File: src/verilog/ca_pkg.sv
//////////////////////////////////////////////////////////////////////
// Cellular automaton shared definitions
// Row and frame geometry, LFSR lane layout, seed constant and the
// common data types used across the automaton datapath
//////////////////////////////////////////////////////////////////////

package ca_pkg;

   //////////////////////////////////////////////////////////////////
   // Frame geometry
   //////////////////////////////////////////////////////////////////
   localparam int row_width  = 64;                // Cells per row
   localparam int row_count  = 48;                // Rows per frame
   localparam int center_col = 32;                // Single dot seed column

   //////////////////////////////////////////////////////////////////
   // LFSR bank layout
   //////////////////////////////////////////////////////////////////
   localparam int lane_width = 32;                // Bits per lane
   localparam int lane_count = row_width / lane_width;

   // Feedback taps at bits 31, 21, 1 and 0
   localparam logic [lane_width-1:0] lane_taps = 32'h8020_0003;

   // Power-on contents of the bank, lane 0 in the low word
   localparam logic [row_width-1:0] seed_row = 64'h1f64_ff19_7a07_037e;

   //////////////////////////////////////////////////////////////////
   // Data types
   //////////////////////////////////////////////////////////////////
   typedef logic [5:0]           x_t;             // Pixel column
   typedef logic [5:0]           y_t;             // Pixel row
   typedef logic [7:0]           rule_t;          // Wolfram rule number
   typedef logic [row_width-1:0] row_t;           // Bit n is column n
   typedef logic [11:0]          live_count_t;    // Live cells in a frame

   // Last column and row of a frame in counter widths
   localparam x_t last_col = x_t'(row_width - 1);
   localparam y_t last_row = y_t'(row_count - 1);

endpackage
File: src/verilog/ca_top.sv
//////////////////////////////////////////////////////////////////////
// Cellular automaton top level
// Connects the seed LFSR bank, one row of automaton cells and the
// frame sequencer that streams generations out as pixel writes
//////////////////////////////////////////////////////////////////////

module ca_top
(
   input  logic          VGA_CTRL_CLK,
   input  logic          reset,
   input  ca_pkg::rule_t rule_sw,       // Rule switches
   input  logic          random_seed,   // Seed mode switch
   input  logic          restart_n,     // Restart key
   output logic          pix_we,        // Pixel write strobe
   output ca_pkg::x_t    pix_x,         // Pixel column
   output ca_pkg::y_t    pix_y,         // Pixel row
   output logic          pix_data,      // Pixel value
   output logic          done           // Frame complete
);

   ca_pkg::row_t                 random_row;   // LFSR seed row
   ca_pkg::row_t                 row;          // Gathered cell states
   logic [ca_pkg::row_width+1:0] padded;       // Row with zero edges
   ca_pkg::rule_t                rule;
   logic                         use_random;
   logic                         load;
   logic                         step;
   logic                         advance;

   // Zero cell beyond each edge
   assign padded = {1'b0, row, 1'b0};

   //////////////////////////////////////////////////////////////////
   // Seed source
   //////////////////////////////////////////////////////////////////
   seed_lfsr_bank u_lfsr
   (
      .VGA_CTRL_CLK (VGA_CTRL_CLK),
      .reset        (reset),
      .advance      (advance),
      .random_row   (random_row)
   );

   //////////////////////////////////////////////////////////////////
   // Cell row
   //////////////////////////////////////////////////////////////////
   // Column n sees padded[n] on its left and padded[n+2] on its right
   for (genvar i = 0; i < ca_pkg::row_width; i++)
   begin : g_cell
      ca_cell u_cell
      (
         .VGA_CTRL_CLK (VGA_CTRL_CLK),
         .reset        (reset),
         .rule         (rule),
         .left         (padded[i]),
         .right        (padded[i+2]),
         .load         (load),
         .step         (step),
         .use_random   (use_random),
         .random_bit   (random_row[i]),
         .dot_bit      (i == ca_pkg::center_col),   // Centre tie only
         .state        (row[i])
      );
   end

   //////////////////////////////////////////////////////////////////
   // Frame control
   //////////////////////////////////////////////////////////////////
   ca_sequencer u_seq
   (
      .VGA_CTRL_CLK (VGA_CTRL_CLK),
      .reset        (reset),
      .rule_sw      (rule_sw),
      .random_seed  (random_seed),
      .restart_n    (restart_n),
      .row          (row),
      .rule         (rule),
      .use_random   (use_random),
      .load         (load),
      .step         (step),
      .advance      (advance),
      .pix_we       (pix_we),
      .pix_x        (pix_x),
      .pix_y        (pix_y),
      .pix_data     (pix_data),
      .done         (done)
   );

endmodule

File: src/verilog/ca_sequencer.sv
//////////////////////////////////////////////////////////////////////
// Frame sequencer
// Latches rule and seed mode at reset, seeds the row, streams each
// generation out as pixel writes, steps the cells between rows and
// handles the restart key once the frame is done
//////////////////////////////////////////////////////////////////////

module ca_sequencer
(
   input  logic          VGA_CTRL_CLK,
   input  logic          reset,
   input  ca_pkg::rule_t rule_sw,       // Rule switches
   input  logic          random_seed,   // Seed mode switch
   input  logic          restart_n,     // Restart key, low when pressed
   input  ca_pkg::row_t  row,           // Cell states, bit n is column n
   output ca_pkg::rule_t rule,          // Rule to every cell
   output logic          use_random,    // Seed mode to every cell
   output logic          load,          // Seed load pulse
   output logic          step,          // Generation step pulse
   output logic          advance,       // LFSR bank step pulse
   output logic          pix_we,        // Pixel write strobe
   output ca_pkg::x_t    pix_x,         // Pixel column
   output ca_pkg::y_t    pix_y,         // Pixel row
   output logic          pix_data,      // Pixel value
   output logic          done           // Frame complete
);

   //////////////////////////////////////////////////////////////////
   // State encoding
   //////////////////////////////////////////////////////////////////
   typedef enum logic [2:0]
   {
      st_load,                           // Seed the row
      st_scan,                           // Stream one row of pixels
      st_step,                           // Compute next generation
      st_idle,                           // Frame shown, wait for press
      st_wait_release                    // Key held, wait for release
   } state_t;

   state_t        state;
   ca_pkg::x_t    col;                   // Column counter
   ca_pkg::y_t    row_cnt;               // Row counter
   ca_pkg::rule_t rule_q;                // Rule latched at reset
   logic          use_random_q;          // Mode latched at reset

   logic          last_pixel;            // Final column of a row
   logic          last_line;             // Final row of the frame

   assign last_pixel = (col == ca_pkg::last_col);
   assign last_line  = (row_cnt == ca_pkg::last_row);

   //////////////////////////////////////////////////////////////////
   // Switch latch
   //////////////////////////////////////////////////////////////////
   // Switches are only sampled while reset is held
   always_ff @(posedge VGA_CTRL_CLK)
   begin
      if (reset)
      begin
         rule_q       <= rule_sw;
         use_random_q <= random_seed;
      end
   end

   //////////////////////////////////////////////////////////////////
   // Frame state machine and counters
   //////////////////////////////////////////////////////////////////
   always_ff @(posedge VGA_CTRL_CLK)
   begin
      if (reset)
      begin
         state   <= st_load;             // First cycle out of reset loads
         col     <= '0;
         row_cnt <= '0;
      end
      else
      begin
         case (state)
            st_load:
            begin
               // Cells take their seed at the end of this cycle
               col     <= '0;
               row_cnt <= '0;
               state   <= st_scan;
            end

            st_scan:
            begin
               if (last_pixel)
               begin
                  col <= '0;             // Wrap for the next row
                  if (last_line)
                  begin
                     state <= st_idle;   // Whole frame written
                  end
                  else
                  begin
                     state <= st_step;
                  end
               end
               else
               begin
                  col <= col + 1'b1;
               end
            end

            st_step:
            begin
               // Cells update on this edge, next row follows
               row_cnt <= row_cnt + 1'b1;
               state   <= st_scan;
            end

            st_idle:
            begin
               if (!restart_n)
               begin
                  state <= st_wait_release;   // Key pressed
               end
            end

            st_wait_release:
            begin
               if (restart_n)
               begin
                  state <= st_load;      // Released, new frame
               end
            end

            default:
            begin
               state <= st_idle;
            end
         endcase
      end
   end

   //////////////////////////////////////////////////////////////////
   // Decoded outputs
   //////////////////////////////////////////////////////////////////
   assign rule       = rule_q;
   assign use_random = use_random_q;

   assign load    = (state == st_load);
   assign step    = (state == st_step);
   // Release cycle only, so the bank has moved by the load cycle
   assign advance = (state == st_wait_release) && restart_n;

   assign pix_we   = (state == st_scan);
   assign pix_x    = col;
   assign pix_y    = row_cnt;
   assign pix_data = pix_we & row[col];  // Cell at the scan column

   // Held through the whole restart handshake
   assign done = (state == st_idle) || (state == st_wait_release);

endmodule

File: src/verilog/ca_cell.sv
//////////////////////////////////////////////////////////////////////
// Automaton cell
// One state bit; loads a seed or applies the rule to its
// three-cell neighbourhood
//////////////////////////////////////////////////////////////////////

module ca_cell
(
   input  logic          VGA_CTRL_CLK,
   input  logic          reset,
   input  ca_pkg::rule_t rule,          // Latched rule number
   input  logic          left,          // Column minus one
   input  logic          right,         // Column plus one
   input  logic          load,          // Seed load pulse
   input  logic          step,          // Generation step pulse
   input  logic          use_random,    // Seed from LFSR row
   input  logic          random_bit,    // This column of the LFSR row
   input  logic          dot_bit,       // High only at the centre column
   output logic          state          // Current cell value
);

   logic [2:0] hood;                     // Neighbourhood index
   logic       seed_bit;                 // Seed for the current mode

   // Left is the MSB of the index
   assign hood     = {left, state, right};
   assign seed_bit = use_random ? random_bit : dot_bit;

   always_ff @(posedge VGA_CTRL_CLK)
   begin
      if (reset)
      begin
         state <= 1'b0;
      end
      else if (load)
      begin
         state <= seed_bit;              // Start of a frame
      end
      else if (step)
      begin
         state <= rule[hood];            // Rule bit at the index
      end
   end

   // Holds its value between pulses while the row is scanned

endmodule

File: src/verilog/seed_lfsr_bank.sv
//////////////////////////////////////////////////////////////////////
// Seed LFSR bank
// Holds one 32-bit Fibonacci LFSR per lane, together forming a full
// pseudo-random row; every lane steps once per advance pulse
//////////////////////////////////////////////////////////////////////

module seed_lfsr_bank
(
   input  logic         VGA_CTRL_CLK,
   input  logic         reset,
   input  logic         advance,         // One-cycle step request
   output ca_pkg::row_t random_row       // All lanes side by side
);

   // One lane step
   // Shift left, new low bit from the tapped XOR
   function automatic logic [ca_pkg::lane_width-1:0] lane_step
   (
      input logic [ca_pkg::lane_width-1:0] lane
   );
      logic fb;
      fb = ^(lane & ca_pkg::lane_taps);
      return {lane[ca_pkg::lane_width-2:0], fb};
   endfunction

   //////////////////////////////////////////////////////////////////
   // Lane registers
   //////////////////////////////////////////////////////////////////
   always_ff @(posedge VGA_CTRL_CLK)
   begin
      if (reset)
      begin
         random_row <= ca_pkg::seed_row;     // Known starting row
      end
      else if (advance)
      begin
         // Every lane moves together
         for (int k = 0; k < ca_pkg::lane_count; k++)
         begin
            random_row[k*ca_pkg::lane_width +: ca_pkg::lane_width] <=
               lane_step(random_row[k*ca_pkg::lane_width +: ca_pkg::lane_width]);
         end
      end
   end

   // Lane 0 sits in the low word, lane 1 above it
   // Bit n of the row seeds column n

endmodule

File: config.mk
export PLATFORM = sky130hd
export DESIGN_NAME = ca_top
export DESIGN_NICKNAME = d
export VERILOG_FILES = /design/src/verilog/ca_pkg.sv /design/src/verilog/ca_top.sv /design/src/verilog/ca_sequencer.sv /design/src/verilog/ca_cell.sv /design/src/verilog/seed_lfsr_bank.sv
export SDC_FILE = /design/constraint.sdc
export NUM_CORES = 1
export LEC_CHECK = 0
export ABC_AREA = 0
export BUFFER_PORTS_ARGS = -buffer_cell sky130_fd_sc_hd__buf_4
export CAP_MARGIN = 20
export CORE_UTILIZATION = 69
export DETAILED_ROUTE_END_ITERATION = 12
export GPL_TIMING_DRIVEN = 1
export PLACE_DENSITY = 0.87
export SYNTH_ARGS = -nofsm -noshare
export SYNTH_HDL_FRONTEND = slang
export SYNTH_SLANG_ARGS = --single-unit
File: constraint.sdc
create_clock -name VGA_CTRL_CLK -period 5.31 [get_ports VGA_CTRL_CLK]
set_input_delay 0.2655 -clock VGA_CTRL_CLK [delete_from_list [all_inputs] [get_ports VGA_CTRL_CLK]]
set_output_delay 0.2655 -clock VGA_CTRL_CLK [all_outputs]
set_load 0.02 [all_outputs]
## Word-level counts from Yosys, hierarchy flattened

Index checks and enable logic that the tools add are counted.

| storage, ports and cells | value |
|---|---|
| bits in registers | 152 |
| logic and storage cells | 486 |

| cells by class | value |
|---|---|
| bitwise gates (word level) | 1 |
| equality and inequality tests | 9 |
| multiplexer cells | 330 |
| order comparisons | 65 |
| $add $sub $neg | 2 |
| reductions and logical operators | 9 |

Operators with widths:

| operator | number |
|---|---|
| two-way mux 1 bit | 258 |
| less-than comparator 3 x 4 -> 1 bit, second input constant | 63 |
| binary-select mux 1 bit (select 3 bit) | 62 |
| XOR reduction 32 bit | 2 |
| case mux 6 bit (2 select lines) | 2 |
| adder 6 x 1 -> 6 bit, second input constant | 2 |
| equality test 6 bit, second input constant | 2 |
| case mux 3 bit (4 select lines) | 1 |
| two-way mux 3 bit | 3 |
| less-than comparator 6 x 7 -> 1 bit, second input constant | 1 |
| binary-select mux 1 bit (select 6 bit) | 1 |
| equality test 3 x 2 -> 1 bit, second input constant | 2 |
| two-way mux 6 bit | 1 |
| != test 2 bit, second input constant | 3 |
| binary-select mux 1 bit (select 2 bit) | 2 |
| less-than comparator 2 x 4 -> 1 bit, second input constant | 1 |
| nonzero test 2 bit | 2 |
| equality test 3 x 1 -> 1 bit, second input constant | 1 |
| equality test 3 bit, second input constant | 1 |
| logical NOT 3 bit | 1 |
| AND reduction 3 bit | 1 |
| OR reduction 2 bit | 1 |
| bitwise AND 1 bit | 1 |
| logical AND 1 bit | 1 |
| logical OR 1 bit | 1 |

## Longest topological paths before layout

Gate-level depths: netlist of the first run.

| depth | value |
|---|---|
| word-level depth | 4 |
| gate-level depth with buffers | 8 |
| depth with buffers taken out | 6 |

## By module

Synthesis of the first run repeated with hierarchy kept, for this count alone.

| unflattened totals | value |
|---|---|
| cell total of the unflattened synthesis | 876 |
| area total of the unflattened synthesis | 10998.0 µm² |

By module, submodules not included:

| module | times used | cells an instance | area each (µm²) |
|---|---|---|---|
| ca_cell | 64 | 8 | 110.1 |
| seed_lfsr_bank | 1 | 215 | 2338.5 |
| ca_sequencer | 1 | 147 | 1605.3 |
| ca_top | 1 | 2 | 7.5 |

## Worst setup path before layout of the first run

No wires, ideal clock.

| path | value |
|---|---|
| path kind | register to output |
| from | register u_seq.col[1] (netlist: u_seq.pix_x[1]) |
| to | output pix_data |
| arrival | 2126 ps |
| path buffers | 2 |
| cell stages (with the launch flop) | 8 |
| slack | 2918 ps |
| path through | dfxtp_1 -> buf_4 -> buf_2 -> mux4_2 -> mux4_2 -> nand2_1 -> o21ai_1 -> a211o_1 |

| on the way | value |
|---|---|
| word-level cells in the longest chain between the ends | 3 |

Ends and longest elaborated chain:

| what | RTL line | RTL |
|---|---|---|
| from (decl) | ca_sequencer.sv:41 | `ca_pkg::x_t col;` |
| from (signal assigned) | ca_sequencer.sv:103 | `col <= col + 1'b1;` |
| binary-select mux 1 bit (select 6 bit) | ca_sequencer.sv:152 | `assign pix_data = pix_we & row[col];` |
| two-way mux 1 bit (not written as such) | ca_sequencer.sv:152 |  |
| bitwise AND 1 bit | ca_sequencer.sv:152 |  |
| to (decl) | ca_top.sv:17 | `output logic pix_data,` |

No other way between the ends. The select of a mux whose other input is x is not followed.

## Worst setup path after layout of the first run

Same ends and word-level chain as after synthesis.

==> results by group, run 1 <==
Run status
  • Outcome: complete, no violations

Critical path
  • Crit. End Element: output pin
  • Worst path slowest cell: dfxtp_1
  • Reg-to-reg critical path startpoint: u_seq.state[2]
  • Startpoint type of the worst setup path: flop
  • Setup CP Type: reg2out
  • Worst EP arrival: 3020 ps
  • Max FO, Critical Path: 16
  • R2R Path End: g_cell[43].u_cell.state
  • Bufs and invs on worst path: 2
  • CP required: 5040 ps
  • Worst R2R Path Depth: 7
  • Worst path cell trace: buf_4 > mux4_2 > mux2i_1 > mux2_2 > o21ai_1 > a211o_1 > buf_4
  • Worst reg2reg setup slack: between 2000 and 2500 ps
  • Crit-path most repeated cell: buf_4
  • CP delay by family, top: multiplexers
  • Slowest stage delay, CP: ~840 ps

Global route
  • Largest net degree at the start of global routing: 100
  • Via count of the first global-routing pass: 8538
  • Global-route wire length before repair: 45450 µm
  • GRT Util Overall: 36.49%
  • Initial antenna violation count: 0
  • GR Overflow Total: 0

Drt
  • DRC errors left: 0
  • Vias per Instance: 7.646
  • Average wire per standard cell: around 24 µm
  • First-pass iteration count of the detailed router: 6
  • Routed metal-1 wirelength: 10140 µm
  • Met2 Wirelength: approximately 13000 µm
  • Met3 WL: 3612 µm
  • Via count: 8931
  • Drt total wl: between 20000 and 30000 µm
  • Routed Antenna Nets: 0
  • DR iter-0 viols: 1687
  • Uppermost layer routed: met4

Timing
  • Achievable frequency: between 300 and 400 MHz
  • Setup TNS: 0 ps
  • Final Hold Viols: 0
  • Tmin final: 3290 ps
  • Rel. slew slack: 27.75%
  • Least-Margin Pin Slew: roughly 1100 ps
  • Max Clock Skew: ~7.5 ps
  • Final period util: between 60% and 70%
  • Max-slew violation count: 0
  • Setup violations, final: 0
  • RSZ-0062 raised after global routing: no

Die
  • DIE AREA: 0.01590 mm²
  • Overall die width: 126.1 µm
  • Core ar.: 0.01475 mm²
  • I/O pin cnt: 27
  • Starting Density: 72.01%
  • Row Count: 44
  • Die Height: 126.1 µm

Pwr
  • Internal: approximately 2.6 mW
  • Power Dens Cells: around 330 mW/mm²
  • Power Total: 3.694 mW
  • Peak supply drop: 0.2613 mV
  • P_leak: 3.754 nW
  • Reg power frac: 38.5%
  • Clk pwr share: between 30% and 40%
  • Gate power share: between 20% and 30%
  • Sw Pwr: 1.127 mW
  • Sw frac: a little under a third

Clock network
  • Clk buf depth: 2
  • Latest clock arrival within the worst-skew pair: around 430 ps
  • H-tree depth: 4
  • TritonCTS clock tree: built
  • Clock Pin Slew Worst Setup and Hold Paths: 60 ps
  • TritonCTS Buffers: 17
  • Root Buffer Master: clkbuf_16
  • Post-CTS setup buffers: 0
  • CTS sink count: 152

Yosys
  • FFs w/ async S/R, synth: 0%
  • XOR/XNOR Fraction of Synth Area: 0.3297%
  • Mapped Nets: 1105
  • Compound-Gate Fraction of Synth Area: 9.515%
  • Gate Count Post-Synth: 1091
  • Synth Area in Adders: 0.2355%
  • Number of synthesized flops with an enable pin: 9
  • Synth cell types: 46
  • Top cells by count, synth: clkbuf_1 (162), dfxtp_1 (143), mux4_2 (142), nand2_1 (142), nor2_1 (95)
  • Synth Area in Simple Gates: 16.23%
  • Sequential element share of the synthesized area: 29.49%
  • Area contributors post-synth: mux4_2 (30%), dfxtp_1 (27%), mux2i_1 (6.8%), clkbuf_1 (5.7%), nand3b_1 (5.4%)
  • Synth Flop Type: dfxtp_1
  • Cell taking the most area after synthesis: mux4_2
  • Flops & latches, synth: 152
  • Synth Warn #: 0
  • Largest family of logic cells by synthesized area: multiplexers
  • Cell area after synthesis: 0.01063 mm²
  • Most frequent cell after synthesis: clkbuf_1
  • Yosys top cell area share: approximately 30%
  • Mean Syn Cell Area: 9.739 µm²
  • Mux cell area share after synthesis: roughly 37%

Finish
  • # diodes: 0
  • Register Area: 0.003133 mm²
  • Layout Nets: just under 1000
  • Syn-to-layout area delta: 5.064%
  • Number of fill cells: ~910
  • Area of the multi-input gates: 0.006768 mm²
  • Share of cells above drive strength 1: 23.37%
  • Non-filler cells, final: between 1000 and 1500

Place
  • Port buffer count: 26
  • Final Wtd Congestion: 0.8350
  • Placed insts: between 1000 and 1500
  • Hpwl dp: about 14000 µm

Min path
  • HP Start: rule_sw[7]
  • Worst hold path class: in2reg
  • Hold Path End: u_seq.rule[7]
  • Hold Path Stages: 1

Run
  • Max-cap violations: 0
[layout make-up]
cell class | count | area share [%]
Multi-Input combinational cell | 752 | 60.63
Sequential cell | 152 | 28.07
Clock buffer | 18 | 3.844
Timing Repair Buffer | 47 | 3.385
Tap cell | 184 | 2.062
Clock inverter | 14 | 1.984
Inverter | 1 | 0.03362
[worst reg2reg max path, stage by stage, from the launching register on]
cell      delay, ps
dfxtp_1         390
or2_2           320
buf_4           420
nor2_4          210
buf_4           830
nor2_1          170
a211oi_1        360
nor3_1           90
[registers in the layout (all words and copies together) (netlist names)]
name and count:
u_seq.state 3, u_seq.pix_y 6, u_seq.use_random 1, u_seq.rule 8, u_lfsr.random_row 64, g_cell.u_cell.state 64
u_seq.pix_x 6
[per-stage QoR]
step	hold WS [ps]	instance area, µm²	util (%)	worst slack [ps]
global placement	444.1	10470	70.93	2615
floorplan	341.6	10630	-	2918
detailed placement	445.4	10470	70.93	2538
CTS	1.340	11140	75.47	2030
global route	3.488	11160	75.66	1841
finish	8.489	11160	75.66	2020
[what timing repair did]
item,4_1_cts,5_1_grt
hold endpoints to repair,2,0
gates resized for setup,0,0
hold buffers,2,0
[logic make-up after synthesis]
group	count (synthesis)
and+or+nand+nor	357
buffers and inverters	187
DFF	152
AOI/OAI and AO/OA	171
xor gates and xnor gates	4
muxes	218
adders and majority gates	2
[power by group through the flow]
stage               sequential, mW  clock (mW)  combinational (mW)
detailed placement            1.44           0               0.880
floorplan                     1.27           0               0.894
global placement              1.44           0               0.849
CTS                           1.42        1.35               0.896
finish                        1.42        1.35               0.922
global route                  1.44        1.41               0.979
[placed cells by master (no fill, tap or decap), types with 9 or more instances in the layout]
master and n:
nor2_1 95, mux4_2 142, a21oi_1 44, nor3_1 20, a211oi_1 23, o21ai_1 43
mux2i_1 72, nand3b_1 76, edfxtp_1 9, clkbuf_16 17, nand2_1 141, buf_4 44
a31oi_1 41, dfxtp_1 143
[worst max path at each step]
stage / from / end / cells after the start
after floorplan: u_seq.pix_x[1] / pix_data / 7
after global placement: u_seq.pix_x[1] / pix_data / 6
after detailed placement: u_seq.pix_x[1] / pix_data / 6
after CTS: u_seq.pix_x[1] / pix_data / 7
after global routing: u_seq.pix_x[1] / pix_data / 7
final: u_seq.pix_x[1] / pix_data / 7
[per-layer routing]
metal	vias to the layer above	GRT usage, %
met5	-	0
met4	0	16.23
met3	105	8.539
met2	741	57.30
met1	4318	48.62
li1	3767	-
No activity file was read; power rests on OpenSTA's default activity.
==> run 2, diff against run 1 <==
Settings changed: ABC_AREA 0 to 1, CORE_UTILIZATION 69 to 58, PLACE_DENSITY 0.87 to 0.78.
Clock period 5.31 ns to 3 ns, I/O delays scaled along.
==> run 2 against run 1 <==
  * Cell count up 54%
  * Design area decreased by 0.87%
  * Register-to-register slack worse by 1600 ps
  * Synthesized cell count rose by 50%
  * Highest routed layer unchanged
==> results by group, run 2 <==
Die
  • DIE AREA: 0.01841 mm² (+16%)
  • Row Count: 48 (+9.1%)
  • Core ar.: 0.01736 mm² (+18%)
  • I/O pin cnt: 27 (unchanged)
  • Die Height: 135.7 µm (+7.6%)
  • Overall die width: 135.7 µm (+7.6%)
  • Starting Density: 59.70% (-12 points)

Clock network
  • CTS sink count: 152 (unchanged)
  • TritonCTS Buffers: 17 (unchanged)
  • Post-CTS setup buffers: 0 (unchanged)
  • Root Buffer Master: clkbuf_16
  • TritonCTS clock tree: built
  • Latest clock arrival within the worst-skew pair: 440 ps (about the same)
  • Clock Pin Slew Worst Setup and Hold Paths: 60 ps (about the same)
  • H-tree depth: 4 (unchanged)
  • Clk buf depth: 2 (unchanged)

Place
  • Pre-CTS WS: 929.2 ps (-1609 ps)
  • Final Wtd Congestion: 0.8950 (+7.2%)
  • Port buffer count: 26 (unchanged)
  • Hpwl dp: 18730 µm (+30%)
  • Placed insts: 1760 (+55%)

Drt
  • First-pass iteration count of the detailed router: 6 (unchanged)
  • DR iter-0 viols: 1528 (-9.4%)
  • Routed Antenna Nets: 0 (unchanged)
  • Vias per Instance: 6.464 (-15%)
  • Drt total wl: 31710 µm (+13%)
  • Via count: 11630 (+30%)
  • Average wire per standard cell: 17.63 µm (-26%)
  • DRC errors left: 0 (unchanged)

Timing
  • Rel. slew slack: 46.90% (+19 points)
  • RSZ-0062 raised after global routing: no
  • Achievable frequency: 400.1 MHz
  • Final period util: 83.31%
  • Least-Margin Pin Slew: 795.6 ps (-288.2 ps)
  • Max-slew violation count: 0 (unchanged)
  • Setup violations, final: 0 (unchanged)
  • Tmin final: 2499 ps
  • Final WS setup: 500.8 ps (-1519 ps)
  • Setup TNS: 0 ps (unchanged)
  • Final Hold Viols: 0 (unchanged)
  • Max Clock Skew: 7.684 ps (+0.2338 ps)

Yosys
  • Number of synthesized flops with an enable pin: 9 (unchanged)
  • Cell taking the most area after synthesis: dfxtp_1
  • Synth Warn #: 0 (unchanged)
  • Most frequent cell after synthesis: o21ai_0
  • Synth Flop Type: dfxtp_1
  • Yosys top cell area share: 27.63% (-2.5 points)
  • Mapped Nets: 1652 (+50%)
  • FFs w/ async S/R, synth: 0% (unchanged)
  • Gate Count Post-Synth: 1638 (+50%)
  • Sequential element share of the synthesized area: 30.23% (+0.75 points)
  • Top cells by count, synth: o21ai_0 (272), nand3_1 (259), nand2_1 (257), a21oi_1 (197), dfxtp_1 (143)
  • Mean Syn Cell Area: 6.326 µm² (-35%)
  • Cell area after synthesis: 0.01036 mm² (-2.5%)
  • Synth cell types: 33 (-28%)
  • Area contributors post-synth: dfxtp_1 (28%), o21ai_0 (13%), nand3_1 (13%), a21oi_1 (9.5%), nand2_1 (9.3%)
  • Flops & latches, synth: 152 (unchanged)

Pwr
  • Peak supply drop: 0.4342 mV (+66%)
  • Power Dens Cells: 622.1 mW/mm² (+88%)
  • P_leak: 4.203 nW (+12%)

Critical path
  • Worst path slowest cell: inv_1
  • Slowest stage delay, CP: 530 ps (-310 ps)
  • Setup CP Type: reg2out
  • Worst path cell trace: inv_1 > buf_4 > nand2_1 > nand3_1 > nand3_1 > nand2_1 > nor2_1 > nand2_1 > nand3_1 > a21oi_1 > buf_4
  • Max FO, Critical Path: 22 (+6)
  • CP required: 2850 ps (-2190 ps)
  • Worst EP arrival: 2350 ps (-670 ps)
  • Crit. End Element: output pin
  • Startpoint type of the worst setup path: flop

Global route
  • Via count of the first global-routing pass: 9925 (+16%)
  • GR Overflow Total: 0 (unchanged)
  • Global-route wire length before repair: 51060 µm (+12%)
  • Initial antenna violation count: 0 (unchanged)
  • Largest net degree at the start of global routing: 134 (+34%)
  • GRT Util Overall: 34.60% (-1.9 points)

Finish
  • Share of cells above drive strength 1: 5.972% (-17 points)
  • # diodes: 0 (unchanged)
  • Syn-to-layout area delta: 6.786%
  • Commonest cells after routing, fill and taps aside: o21ai_0 (272), nand3_1 (259), nand2_1 (257), a21oi_1 (197), dfxtp_1 (143)
  • Most common cell after layout, fill and taps aside: o21ai_0
  • Non-filler cells, final: 1799 (+54%)
  • Layout Nets: 1578 (+60%)

Min path
  • Worst hold path class: in2reg

Run status
  • Outcome: complete, no violations

Run
  • Max-cap violations: 0 (unchanged)
run 2: cell type report:
type,count,area [µm²]
fill,1624,6291
clock inverter,7,96.34
inverter,107,409.1
tap,225,281.5
multi-input combinational,1223,6133
sequential,152,3133
timing repair buffer,63,548.0
clock buffer,22,464.2
run 2: routing by layer:
metal / GRT usage, % / up-vias / part of all wire [%]
met4: 13.36 / 0 / 3.1
li1: - / 5644 / -
met1: 48.41 / 5274 / 43
met5: 0 / - / 0
met3: 6.285 / 92 / 10
met2: 52.35 / 619 / 43
run 2: report_power, final:
part           switching [mW]  total (mW)  internal [mW]
sequential              0.421        2.64           2.22
clock                   0.853        2.11           1.26
combinational            1.36        2.13          0.773
total                    2.63        6.88           4.25
run 2: final timing paths:
check | startpoint | slack (ps) | depth (start not counted) | end
worst min-delay path | reset | 120 | 2 | u_seq.pix_x[1]
worst max register to register | u_seq.rule[7] | 810 | 7 | g_cell[18].u_cell.state
worst max-delay path | u_seq.pix_x[0] | 500 | 11 | pix_data
worst min register to register | u_lfsr.random_row[24] | 470 | 2 | u_lfsr.random_row[24]
run 2: cell families after synthesis:
group,count (synthesis),synth area share [%]
XOR/XNOR,7,0.5917
flip-flops,152,30.23
buffers and inverters,263,10.63
AO/OA/AOI/OAI,637,33.99
adder cells (fa/ha/maj),2,0.2414
AND/OR/NAND/NOR,577,24.32
run 2: what timing repair did:
item | in CTS | in global routing
hold buffers | 10 | 0
endpoints found under the setup margin | 0 | 0
endpoints found under the hold margin | 11 | 0
gates resized for setup | 0 | 0
run 2: worst max-delay path, delay by kind of cell, from the launching register on:
| family | cells | cell delay (ps) |
|---|---|---|
| buffers and inverters | 3 | 970 |
| AO/OA/AOI/OAI | 1 | 150 |
| flip-flops | 1 | 310 |
| AND/OR/NAND/NOR | 7 | 470 |
run 2: per-stage QoR:
stage / utilization [%] / hold slack, ps / instance area [µm²] / total power [mW]
final: 63.75 / 117.2 / 11070 / 6.884
after global routing: 63.75 / 122.4 / 11070 / 7.296
after CTS: 63.75 / 105.4 / 11070 / 6.830
after detailed placement: 59.95 / 329.7 / 10410 / 4.731
after global placement: 59.95 / 328.2 / 10410 / 4.683
after floorplan: - / 228.5 / 10360 / 4.268
==> run 3, diff against run 2 <==
Settings changed: CORE_UTILIZATION 58 to 64, PLACE_DENSITY 0.78 to 0.81.
Clock period 3 ns to 2.4 ns, I/O delays scaled along.
==> run 3 against run 2 <==
  * Cell count is 1.4% higher
  * Clock-buffer cell count shrank 4
  * Sequential power is 22% higher
  * Power is 27% higher
  * Design area increased by 2.4%
  * Clock skew down 0.76 ps
  * Non-clock buffer count grew 32
  * Sequential cell count stayed put
  * Global-route usage is 5.1 points higher
  * Critical path type unchanged
==> results by group, run 3 (same netlist as run 2, synthesis figures left out) <==
Timing
  • RSZ-0062 raised after global routing: no
  • Final period util: 95.49%
  • Rel. slew slack: 39.51% (-7.4 points)
  • Least-Margin Pin Slew: 907.3 ps (+111.7 ps)
  • Tmin final: 2292 ps
  • Final Hold Viols: 0 (unchanged)
  • Achievable frequency: 436.4 MHz
  • Setup violations, final: 0 (unchanged)
  • Max-slew violation count: 0 (unchanged)
  • Setup TNS: 0 ps (unchanged)
  • Max Clock Skew: 6.927 ps (-0.7567 ps)

Critical path
  • Startpoint type of the worst setup path: flop
  • Slowest stage delay, CP: 490 ps (-40 ps)
  • Worst EP arrival: 2170 ps (-180 ps)
  • Crit. End Element: output pin
  • Setup CP Type: reg2out
  • Worst path cell trace: inv_1 > nand2_1 > nand3_1 > nand3_1 > nand3_1 > nand2_1 > nand3_1 > a21oi_1 > buf_4
  • Worst R2R Path Depth: 6 (-1)
  • Worst path slowest cell: dfxtp_1
  • CP required: 2280 ps (-570 ps)
  • Crit-path most repeated cell: nand3_1
  • Worst reg2reg setup slack: 430 ps (-380 ps)
  • Max FO, Critical Path: 9 (-59%)

Global route
  • Largest net degree at the start of global routing: 99 (-26%)
  • Initial antenna violation count: 0 (unchanged)
  • M3 GR Usage: 7.349% (+1.1 points)
  • Global-route wire length before repair: 52810 µm (+3.4%)
  • Via count of the first global-routing pass: 10570 (+6.5%)
  • Met1 usage: 53.61% (+5.2 points)
  • Busiest grt layer: met2
  • M2 GR Usage: 60.97% (+8.6 points)
  • GR Overflow Total: 0 (unchanged)
  • GRT Util Overall: 39.71% (+5.1 points)

Drt
  • Vias per Instance: 6.563 (+1.5%)
  • Average wire per standard cell: 18.08 µm (+2.6%)
  • Via count: 11980 (+3.0%)
  • Routed Antenna Nets: 0 (unchanged)
  • DRC errors left: 0 (unchanged)
  • Drt total wl: 32990 µm (+4.1%)
  • DR iter-0 viols: 1825 (+19%)
  • First-pass iteration count of the detailed router: 6 (unchanged)

Finish
  • Non-filler cells, final: 1825 (+1.4%)
  • Layout Nets: 1610 (+2.0%)
  • Layout Utilization: 71.59% (+7.8 points)
  • Most common cell after layout, fill and taps aside: o21ai_0
  • Share of cells above drive strength 1: 8.701% (+2.7 points)
  • Syn-to-layout area delta: 9.346%
  • Commonest cells after routing, fill and taps aside: o21ai_0 (272), nand3_1 (259), nand2_1 (257), a21oi_1 (197), dfxtp_1 (135)
  • # diodes: 0 (unchanged)

Min path
  • Hold Path Stages: 2 (unchanged)
  • Worst hold path class: in2reg

Die
  • Row Count: 46 (-4.2%)
  • Overall die width: 129.2 µm (-4.7%)
  • Die Height: 129.2 µm (-4.7%)
  • Core ar.: 0.01583 mm² (-8.8%)
  • Starting Density: 65.47% (+5.8 points)
  • I/O pin cnt: 27 (unchanged)
  • DIE AREA: 0.01670 mm² (-9.2%)

Pwr
  • Power Dens Cells: 774.2 mW/mm² (+24%)
  • Reg power frac: 36.6% (-1.8 points)
  • Internal: 5.250 mW (+24%)
  • Sw frac: 40.15% (+1.9 points)
  • Clk pwr share: 29.7% (-0.9 points)
  • Sw Pwr: 3.522 mW (+34%)
  • P_leak: 4.364 nW (+3.8%)
  • Gate power share: 33.7% (+2.7 points)
  • Peak supply drop: 0.6455 mV (+49%)

Clock network
  • Clock Pin Slew Worst Setup and Hold Paths: 70 ps (about the same)
  • TritonCTS Buffers: 17 (unchanged)
  • TritonCTS clock tree: built
  • CTS sink count: 152 (unchanged)
  • Clk buf depth: 2 (unchanged)
  • H-tree depth: 4 (unchanged)
  • Latest clock arrival within the worst-skew pair: 440 ps (about the same)
  • Post-CTS setup buffers: 0 (unchanged)
  • Root Buffer Master: clkbuf_16

Place
  • Hpwl dp: 20920 µm (+12%)
  • Placed insts: 1783 (+1.3%)
  • Final Wtd Congestion: 0.9756 (+9.0%)
  • Port buffer count: 26 (unchanged)

Run status
  • Outcome: complete, no violations

Run
  • Max-cap violations: 0 (unchanged)
## run 3: cell count changes in the layout (fill, tap and decap cells not counted), sizes merged
cell / change
buf: +32
inv: +5
clkbuf: -4
bufinv: -2
clkinvlp: +4
## run 3: timing repair
action	4_1_cts	5_1_grt
resized for setup	0	8
hold buffers	10	0
endpoints found under the setup margin	0	1
hold endpoints to repair	11	0
## run 3: per-stage QoR
stage	hold slack, ps	cell area (µm²)	setup WS [ps]	power, mW
floorplan	198.5	10360	656.4	5.336
global placement	298.6	10660	593.8	6.003
detailed placement	299.5	10660	531.4	6.074
CTS	56.50	11320	125.6	8.671
global route	79.84	11330	6.497	9.233
finish	63.83	11330	108.3	8.773
## run 3: layout make-up
class,instances,area [µm²]
Sequential cell,152,3143
Inverter,107,409.1
Clock inverter,14,111.4
Timing Repair Buffer,95,813.3
Tap cell,216,270.3
Fill cell,1364,4497
Multi-Input combinational cell,1223,6133
Clock buffer,18,450.4
## run 3: power groups by stage
stage / logic [mW] / registers, mW / clock network, mW
floorplan: 2.33 / 3.00 / 0
global placement: 2.79 / 3.22 / 0
detailed placement: 2.85 / 3.23 / 0
CTS: 2.89 / 3.18 / 2.61
global route: 3.29 / 3.24 / 2.70
finish: 2.96 / 3.21 / 2.61
## run 3: worst paths after layout
| kind | from | end |
|---|---|---|
| worst max-delay path | g_cell[33].u_cell.state | pix_data |
| worst min-delay path | reset | u_seq.pix_y[1] |
| worst max register to register | u_seq.state[0] | g_cell[55].u_cell.state |
| worst min register to register | u_lfsr.random_row[15] | u_lfsr.random_row[15] |
## run 3: layer usage
layer / up-vias / wire length (µm) / part of all wire [%]
met5: - / 0 / 0
met4: 0 / 1363 / 4.1
met3: 141 / 3762 / 11
met2: 740 / 14360 / 44
met1: 5398 / 13500 / 41
li1: 5698 / - / -
## run 3: critical path: cells and delay by family, from the launching register on
kind,cells,cell delay [ps]
DFF,1,490
and+or+nand+nor,6,490
AOI/OAI and AO/OA,1,320
buffers and inverters,2,420
